`src/logic/branch_pkg.sv`:
```
// branch_pkg: shared widths, bus and resolve structs, register map and bus states
package branch_pkg;

    typedef logic [31:0] pc_t;         // fetch and execute program counter
    typedef logic [1:0]  pht_cnt_t;    // saturating counter, msb set means predict taken
    typedef logic [31:0] stat_cnt_t;   // one statistics counter, one bus word wide
    typedef logic [31:0] wb_data_t;    // wishbone data word
    typedef logic [3:0]  wb_adr_t;     // wishbone word address

    localparam pht_cnt_t PHT_RESET = 2'b01;  // weakly not taken after reset

    typedef struct packed {
        logic valid;      // a conditional branch resolved this cycle
        pc_t  pc;         // pc of the resolved branch
        logic predicted;  // direction that fetch was told
        logic taken;      // direction the branch really went
    } resolve_t;

    // field order is also the register map order, address 0 first
    typedef struct packed {
        stat_cnt_t prediction_count;
        stat_cnt_t misprediction_count;
        stat_cnt_t correct_count;
        stat_cnt_t pred_taken_count;
        stat_cnt_t pred_not_taken_count;
        stat_cnt_t taken_incorrect_count;
        stat_cnt_t not_taken_incorrect_count;
    } stats_t;

    typedef struct packed {
        logic     cyc;  // bus cycle in progress
        logic     stb;  // strobe, valid transfer
        logic     we;   // write enable
        wb_adr_t  adr;  // word address
        wb_data_t dat;  // write data
    } wb_req_t;

    typedef struct packed {
        logic     ack;  // one cycle acknowledge
        wb_data_t dat;  // read data, valid with ack
    } wb_rsp_t;

    typedef enum logic [3:0] {
        PRED_CNT_REG        = 4'd0,
        MISPRED_CNT_REG     = 4'd1,
        CORRECT_CNT_REG     = 4'd2,
        PRED_TAKEN_REG      = 4'd3,
        PRED_NOT_TAKEN_REG  = 4'd4,
        TAKEN_WRONG_REG     = 4'd5,
        NOT_TAKEN_WRONG_REG = 4'd6,
        CTRL_REG            = 4'd7   // any write clears all counters
    } stat_reg_e;

    typedef enum logic {
        BUS_IDLE = 1'b0,  // waiting for cyc and stb
        BUS_ACK  = 1'b1   // acknowledging the sampled request
    } bus_state_e;

endpackage

```
`src/logic/bimodal_predictor.sv`:
```
// bimodal_predictor: pattern history table of 2-bit counters, same-cycle lookup, learns on resolve
`timescale 1ns/1ps

module bimodal_predictor import branch_pkg::*; #(
    parameter int IDX_W = 6                  // log2 of the number of table entries
) (
    input  logic     CLK,
    input  logic     nRST,
    input  pc_t      lookup_pc,              // pc presented by fetch
    output logic     predict_taken,          // direction for lookup_pc, combinational
    input  resolve_t resolve                 // resolved branch from execute
);

    localparam int DEPTH = 2 ** IDX_W;       // entries in the table

    typedef logic [IDX_W-1:0] pht_idx_t;     // table index taken from the pc

    // the index slice starts at bit 2 and must fit inside a pc
    if (IDX_W < 1 || IDX_W > 30) begin : g_idx_w_check
        $error("bimodal_predictor: IDX_W must be between 1 and 30");
    end

    pht_cnt_t pht [DEPTH];                   // one counter per entry
    pht_idx_t lookup_idx;                    // entry read for fetch
    pht_idx_t update_idx;                    // entry written on resolve
    pht_cnt_t update_cur;                    // counter before the update
    pht_cnt_t update_nxt;                    // counter after the saturating step

    // word aligned instructions, so the two low pc bits carry no information
    assign lookup_idx = lookup_pc[IDX_W+1:2];
    assign update_idx = resolve.pc[IDX_W+1:2];

    // lookup reads the old value even when a resolve hits the same entry this cycle
    assign predict_taken = pht[lookup_idx][1];  // upper counter bit is the prediction

    assign update_cur = pht[update_idx];

    always_comb begin
        update_nxt = update_cur;                // saturated counters stay put
        if (resolve.taken) begin
            if (update_cur != 2'b11) begin
                update_nxt = update_cur + 2'b01;  // one step towards strongly taken
            end
        end else begin
            if (update_cur != 2'b00) begin
                update_nxt = update_cur - 2'b01;  // one step towards strongly not taken
            end
        end
    end

    // the table is part of the reset state, all entries start weakly not taken
    always_ff @(posedge CLK, negedge nRST) begin
        if (!nRST) begin
            for (int i = 0; i < DEPTH; i++) begin
                pht[i] <= PHT_RESET;
            end
        end else if (resolve.valid) begin
            pht[update_idx] <= update_nxt;      // learn from the resolved outcome
        end
    end

    // the prediction depends on the fetch pc and on every entry the resolve port has written
    a_predict_known: assert property (
        @(posedge CLK) disable iff (!nRST)
        !$isunknown(lookup_pc) |-> !$isunknown(predict_taken)
    ) else $error("bimodal_predictor: predict_taken is unknown for a known pc");

    // a valid resolve must carry a known pc and outcome or the table gets corrupted
    a_resolve_known: assert property (
        @(posedge CLK) disable iff (!nRST)
        resolve.valid |-> !$isunknown({resolve.pc[IDX_W+1:2], resolve.taken})
    ) else $error("bimodal_predictor: valid resolve with unknown pc or outcome");

endmodule

```
`src/logic/branch_tracker.sv`:
```
// branch_tracker: seven prediction outcome counters with a synchronous clear from the bus
`timescale 1ns/1ps

module branch_tracker import branch_pkg::*; (
    input  logic     CLK,
    input  logic     nRST,
    input  resolve_t resolve,                 // resolved branch from execute
    input  logic     stats_clear,             // one cycle pulse from the bus slave
    output stats_t   stats                    // all counters, read by the bus slave
);

    localparam stat_cnt_t CNT_ONE = 32'd1;   // increment step

    logic correct;                            // prediction matched the outcome
    logic wrong_taken;                        // predicted taken, went not taken
    logic wrong_not_taken;                    // predicted not taken, went taken

    // the four cases of predicted against taken
    assign correct         = (resolve.predicted == resolve.taken);
    assign wrong_taken     = resolve.predicted && !resolve.taken;
    assign wrong_not_taken = !resolve.predicted && resolve.taken;

    always_ff @(posedge CLK, negedge nRST) begin
        if (!nRST) begin
            stats <= '0;                                  // all counters start at zero
        end else if (stats_clear) begin
            stats <= '0;                                  // clear wins over a resolve in the same cycle
        end else if (resolve.valid) begin
            stats.prediction_count <= stats.prediction_count + CNT_ONE;  // every resolved branch

            if (resolve.predicted) begin
                stats.pred_taken_count <= stats.pred_taken_count + CNT_ONE;
            end else begin
                stats.pred_not_taken_count <= stats.pred_not_taken_count + CNT_ONE;
            end

            if (correct) begin
                stats.correct_count <= stats.correct_count + CNT_ONE;
            end else begin
                stats.misprediction_count <= stats.misprediction_count + CNT_ONE;
            end

            if (wrong_taken) begin
                stats.taken_incorrect_count <= stats.taken_incorrect_count + CNT_ONE;
            end

            if (wrong_not_taken) begin
                stats.not_taken_incorrect_count <= stats.not_taken_incorrect_count + CNT_ONE;
            end
        end
    end

    // Correct-taken and correct-not-taken follow from pred_taken minus taken_incorrect
    // and so on. Software works them out from the bus, so they get no counter here.

    // the sums wrap at 32 bits on both sides, so these also hold after overflow
    a_total_split_by_outcome: assert property (
        @(posedge CLK) disable iff (!nRST)
        stats.prediction_count == stat_cnt_t'(stats.correct_count + stats.misprediction_count)
    ) else $error("branch_tracker: total differs from correct plus mispredicted");

    a_total_split_by_direction: assert property (
        @(posedge CLK) disable iff (!nRST)
        stats.prediction_count ==
            stat_cnt_t'(stats.pred_taken_count + stats.pred_not_taken_count)
    ) else $error("branch_tracker: total differs from predicted taken plus not taken");

endmodule

```
`src/logic/stats_bus_fsm.sv`:
```
// stats_bus_fsm: wishbone classic slave that reads the statistics counters and issues the clear
`timescale 1ns/1ps

module stats_bus_fsm import branch_pkg::*; (
    input  logic    CLK,
    input  logic    nRST,
    input  wb_req_t wb_req,                   // request from the wishbone master
    output wb_rsp_t wb_rsp,                   // ack and read data back to the master
    input  stats_t  stats,                    // live counters from the tracker
    output logic    stats_clear               // one cycle clear pulse to the tracker
);

    bus_state_e state;                        // idle or acknowledging
    bus_state_e state_nxt;
    logic       req;                          // cyc and stb together form a request
    logic       clear_pend;                   // sampled request was a write to CTRL_REG
    stat_reg_e  reg_sel;                      // register addressed by the request
    wb_data_t   rd_mux;                       // read data chosen by the address
    wb_data_t   rd_data;                      // read data held for the ack cycle

    assign req     = wb_req.cyc && wb_req.stb;
    assign reg_sel = stat_reg_e'(wb_req.adr);

    // counters in register map order, ctrl and unmapped words read as zero
    always_comb begin
        case (reg_sel)
            PRED_CNT_REG:        rd_mux = stats.prediction_count;
            MISPRED_CNT_REG:     rd_mux = stats.misprediction_count;
            CORRECT_CNT_REG:     rd_mux = stats.correct_count;
            PRED_TAKEN_REG:      rd_mux = stats.pred_taken_count;
            PRED_NOT_TAKEN_REG:  rd_mux = stats.pred_not_taken_count;
            TAKEN_WRONG_REG:     rd_mux = stats.taken_incorrect_count;
            NOT_TAKEN_WRONG_REG: rd_mux = stats.not_taken_incorrect_count;
            default:             rd_mux = '0;
        endcase
    end

    always_comb begin
        state_nxt = state;
        case (state)
            BUS_IDLE: begin
                if (req) begin
                    state_nxt = BUS_ACK;      // answer on the following cycle
                end
            end
            BUS_ACK: begin
                state_nxt = BUS_IDLE;         // ack lasts exactly one cycle
            end
            default: begin
                state_nxt = BUS_IDLE;
            end
        endcase
    end

    always_ff @(posedge CLK, negedge nRST) begin
        if (!nRST) begin
            state      <= BUS_IDLE;
            clear_pend <= 1'b0;
        end else begin
            state <= state_nxt;
            if (state == BUS_IDLE && req) begin
                clear_pend <= wb_req.we && (reg_sel == CTRL_REG);  // writes elsewhere are dropped
            end else begin
                clear_pend <= 1'b0;           // pulse ends with the ack
            end
        end
    end

    // read data only means something while ack is high
    always_ff @(posedge CLK) begin
        if (state == BUS_IDLE && req) begin
            rd_data <= wb_req.we ? '0 : rd_mux;  // sampled at the same edge as the request
        end
    end

    assign wb_rsp.ack = (state == BUS_ACK);
    assign wb_rsp.dat = rd_data;
    assign stats_clear = clear_pend;          // already only high in the ack cycle

    // the master holds cyc and stb until it sees ack, so an ack never stands alone
    a_ack_inside_request: assert property (
        @(posedge CLK) disable iff (!nRST)
        wb_rsp.ack |-> (wb_req.cyc && wb_req.stb)
    ) else $error("stats_bus_fsm: ack without cyc and stb");

endmodule

```
`src/logic/branch_unit_top.sv`:
```
// branch_unit_top: bimodal branch predictor with outcome statistics readable over wishbone
`timescale 1ns/1ps

module branch_unit_top import branch_pkg::*; #(
    parameter int IDX_W = 6                   // log2 of the pattern history table depth
) (
    input  logic     CLK,
    input  logic     nRST,
    input  pc_t      lookup_pc,               // fetch pc
    output logic     predict_taken,           // same cycle prediction for lookup_pc
    input  resolve_t resolve,                 // resolved conditional branch from execute
    input  wb_req_t  wb_req,                  // wishbone classic master request
    output wb_rsp_t  wb_rsp                   // wishbone slave response
);

    stats_t stats;                            // counters from the tracker to the bus slave
    logic   stats_clear;                      // clear pulse from the bus slave to the tracker

    // prediction and learning, the table index width is set here
    bimodal_predictor #(
        .IDX_W         (IDX_W)
    ) i_bimodal_predictor (
        .CLK           (CLK),
        .nRST          (nRST),
        .lookup_pc     (lookup_pc),
        .predict_taken (predict_taken),
        .resolve       (resolve)
    );

    // outcome counting sees the same resolve as the predictor
    branch_tracker i_branch_tracker (
        .CLK           (CLK),
        .nRST          (nRST),
        .resolve       (resolve),
        .stats_clear   (stats_clear),
        .stats         (stats)
    );

    // bus access to the counters
    stats_bus_fsm i_stats_bus_fsm (
        .CLK           (CLK),
        .nRST          (nRST),
        .wb_req        (wb_req),
        .wb_rsp        (wb_rsp),
        .stats         (stats),
        .stats_clear   (stats_clear)
    );

endmodule

```
`config.mk`:
```
export PLATFORM = sky130hd
export DESIGN_NAME = branch_unit_top
export DESIGN_NICKNAME = d
export VERILOG_FILES = /design/src/logic/branch_pkg.sv /design/src/logic/bimodal_predictor.sv /design/src/logic/branch_tracker.sv /design/src/logic/stats_bus_fsm.sv /design/src/logic/branch_unit_top.sv
export SDC_FILE = /design/constraint.sdc
export NUM_CORES = 1
export LEC_CHECK = 0
export BUFFER_PORTS_ARGS = -buffer_cell sky130_fd_sc_hd__buf_2
export CORE_AREA = 5 5 181 270
export DETAILED_ROUTE_END_ITERATION = 16
export DIE_AREA = 0 0 186 275
export MAX_ROUTING_LAYER = met4
export SYNTH_ARGS = -nofsm -noshare
export SYNTH_HDL_FRONTEND = slang
export SYNTH_SLANG_ARGS = --single-unit
```
`constraint.sdc`:
```
create_clock -name CLK -period 4.97 [get_ports CLK]
set_clock_uncertainty 0.2 [all_clocks]
set_input_delay 0.2485 -clock CLK [delete_from_list [all_inputs] [get_ports CLK]]
set_output_delay 0.2485 -clock CLK [all_outputs]
set_load 0.02 [all_outputs]
```
==> metrics.md <==
| Metric | Value |
|---|---|
| Run status | `complete, no violations` |
| Post-Syn Nets | `between 2000 and 2500` |
| First-pass GRT wire length | `just over 90000 um` |
| Post-DP HPWL | `~40000 um` |
| CTS root buf | `clkbuf_16` |
| Layout area overhead | `10.7%` |
| Slew Limit Fails | `0` |
| Slew margin rel. | `roughly 12%` |
| Area leader, netlist | `dfrtp_1` |
| # H-tree levels | `2` |
| IO buf count | `57` |
| Final antenna-violating net count | `0` |
| Max-Cap Viols | `0` |
| EDFF count, synth | `32` |
| Seq/Total Area, Yosys | `around half` |
| TNS Setup | `0 ns` |
| Cell Count, Final, Fillers Out | `~2800` |
| Netlist cell types | `79` |
| ANT cells | `0` |
| NetSw | `roughly 2.2 mW` |
| Routability cong. | `between 0.9 and 1` |
| Std cell rows | `97` |
| Worst-Skew Late Latency | `about 0.56 ns` |
| Yosys top cell area share | `about 36%` |
| Comb pwr share | `about an eighth` |
| Largest net degree at the start of global routing | `122` |
| Core footprint | `approximately 0.046 mm^2` |
| Placed Cells incl. Taps | `about 2700` |
| Clk pwr share | `about two fifths` |
| Initial antenna violation count | `0` |
| Final period util | `between 70% and 80%` |
| Total CTS buffers | `just over 40` |
| Area contributors post-synth | `dfrtp_1 36%, dfstp_2 8.4%, nand2_1 6.3%` |
| Synth Warn # | `0` |
| Layout cells sized above 1 | `between 10 and 15%` |
| Worst hold path class | `input port to flip-flop` |
| Cells after Synth | `2101` |
| Number of endpoints failing setup at the final stage | `0` |
| Final WL | `about 58000 um` |
| Starting Density | `between 40% and 50%` |
| Most used DFF post-synth | `dfrtp_1` |
| Hold Vio Cnt, Final | `0` |
| I/O Pins | `between 100 and 150` |
| Crit. End Element | `flip-flop` |
| DR WL/cell | `21.2 um` |
| Grt total ovfl | `0` |
| Synth Area per Inst | `between 9 and 10 um^2` |
| Initial DRT Pass Iterations | `6` |
| Tot GR Track Use | `approximately a quarter` |
| Post-synthesis async set-or-reset flop share | `~90%` |
| Clk buf depth | `3` |
| Synthesized cell area | `around 0.02 mm^2` |
| Drt drc | `0` |
| Vias | `about 16000` |
| Final #Nets | `around 2200` |
| Fmax | `0.275 GHz` |
| Crit Path Max Fanout | `61` |
| Critical path launch point type | `flip-flop` |
| Vias in the first global route | `between 15000 and 20000` |
| Die Width | `roughly 190 um` |
| Peak VDD IR | `0.277 mV` |
| Worst EP required | `a little over 5 ns` |
| Switching Share | `28.1%` |
| Die Area | `slightly above 0.05 mm^2` |
| Minimum clock period after layout | `between 3 and 4 ns` |
| WP data arrival | `3.83 ns` |
| CTS tree | `yes` |
| Least-Margin Pin Slew | `around 1.3 ns` |
| RSZ-0062 raised after global routing | `false` |
| Die H | `275 um` |
| Pint | `~5.7 mW` |
| Leak Pwr | `around 9 nW` |
| Crit Path Category | `flip-flop to flip-flop` |
| Num Clock Sinks | `just under 400` |
| PD cells | `355 mW/mm^2` |
| Drt first-iter violations | `between 1000 and 1500` |
| Flop pwr share | `49.5%` |
| FF+latch count, synth | `just under 400` |
| Drt via density | `just under 6` |
| Clock-pin slew on the worst setup and hold paths | `roughly 0.06 ns` |
-- path summary, 6_finish.rpt --
kind / start / to / slack (ns) / cells after the start
max: i_stats_bus_fsm.stats_clear$_DFF_PN0_ / i_branch_tracker.stats[127]$_DFFE_PN0P_ / 1.33 / 7
min in group asynchronous: nRST / i_bimodal_predictor.pht[77]$_DFFE_PN0P_ / 0.12 / 2
max reg2reg: i_stats_bus_fsm.stats_clear$_DFF_PN0_ / i_branch_tracker.stats[127]$_DFFE_PN0P_ / 1.33 / 7
min reg2reg: i_bimodal_predictor.pht[72]$_DFFE_PN1P_ / i_bimodal_predictor.pht[72]$_DFFE_PN1P_ / 0.26 / 2
min: wb_req[37] / i_stats_bus_fsm.state$_DFF_PN0_ / 0.03 / 3
max in group asynchronous: nRST / i_stats_bus_fsm.stats_clear$_DFF_PN0_ / 3.17 / 3
-- Yosys cell counts (all sizes together), types with 19 or more instances --
cell type and count:
and4 21, edfxtp 32, a31oi 32, o21ai 181, nand3 84, nand2 336
nor3 32, a22oi 70, nor4 19, xnor2 69, and3 32, clkbuf 72
a21oi 50, xor2 103, dfrtp 290, dfstp 64, nor2 229, or3 36
buf 39, mux4 28, mux2i 42, nand4 54, inv 30
-- layer usage --
layer / up-vias / GRT usage (%) / part of all wire, %
li1: 7536 / - / -
met1: 7918 / 27.2 / 39
met2: 455 / 40.3 / 52
met3: 145 / 2.43 / 4.1
met4: 0 / 10.8 / 5.4
met5: - / - / 0
-- per-stage QoR --
stage	util, %	total power, mW	cell area [um^2]	hold slack [ns]	setup slack (ns)
after floorplan	-	4.53	20100	-0.247	2.04
after global placement	45.0	4.87	20900	0.159	1.35
after detailed placement	45.0	4.91	20900	0.161	1.27
after CTS	48.0	7.96	22200	0.0115	1.37
after global routing	48.0	8.24	22200	0.0537	1.06
final	48.0	7.88	22200	0.0264	1.33
-- timing repair --
| item | CTS | global route |
|---|---|---|
| hold buffers | 6 | 0 |
| resized for setup | 0 | 0 |
| hold endpoints to repair | 86 | 0 |
| setup buffers | 0 | 0 |
-- cells in the final DEF (no fill, tap or decap), types with 11 or more instances in the layout --
cell,instances
a21oi_1,50
a222oi_1,11
a22oi_1,70
a31oi_1,32
and2_1,11
and3_1,32
and4_1,21
buf_2,56
buf_4,29
clkbuf_1,15
clkbuf_16,43
dfrtp_1,289
dfstp_2,64
edfxtp_1,32
inv_1,29
mux2i_1,42
mux4_2,28
nand2_1,336
nand2b_1,11
nand3_1,83
nand4_1,54
nor2_1,227
nor2b_1,13
nor3_1,26
nor4_1,17
o21ai_0,61
o21ai_1,120
or3_1,36
xnor2_1,69
xor2_1,103
-- logic make-up (layout without fill, tap and decap cells) --
family                     after synthesis  count (layout)  synth area share [%]
and+or+nand+nor                        906             906                  21.1
AOI/OAI and AO/OA                      406             406                  12.5
DFF                                    386             386                  49.3
xor gates and xnor gates               172             172                  7.50
buffers and inverters                  141             198                  3.18
muxes                                   79              79                  5.74
adders and majority gates               11              11                 0.698
-- power by group through the flow --
stage | registers, mW | logic [mW] | clock network, mW
detailed placement | 3.95 | 0.951 | 0
floorplan | 3.84 | 0.691 | 0
global placement | 3.94 | 0.925 | 0
finish | 3.91 | 0.955 | 3.02
global route | 3.95 | 1.08 | 3.21
CTS | 3.90 | 0.962 | 3.10
-- final cells by class --
type,instances,area [um^2]
timing repair buffer,93,593
multi-input combinational,1574,9580
tap,594,743
sequential,386,9900
inverter,30,113
clock inverter,11,83.8
clock buffer,64,1210
fill,4364,24100
-- registers in the layout, indices dropped and copies added, names as in the netlist --
register                     count
i_stats_bus_fsm.stats_clear      1
i_branch_tracker.stats         224
i_stats_bus_fsm.state            1
i_bimodal_predictor.pht        128
i_stats_bus_fsm.rd_data         32
-- critical path: stages, from the launching register on --
cell	delay (ns)
dfrtp_4	0.87
a21oi_1	0.17
nor4_1	0.72
nor3b_1	0.69
nand3_1	0.28
nor3_1	0.30
xnor2_1	0.15
nor2_1	0.06
(Power assumes the default switching activity.)
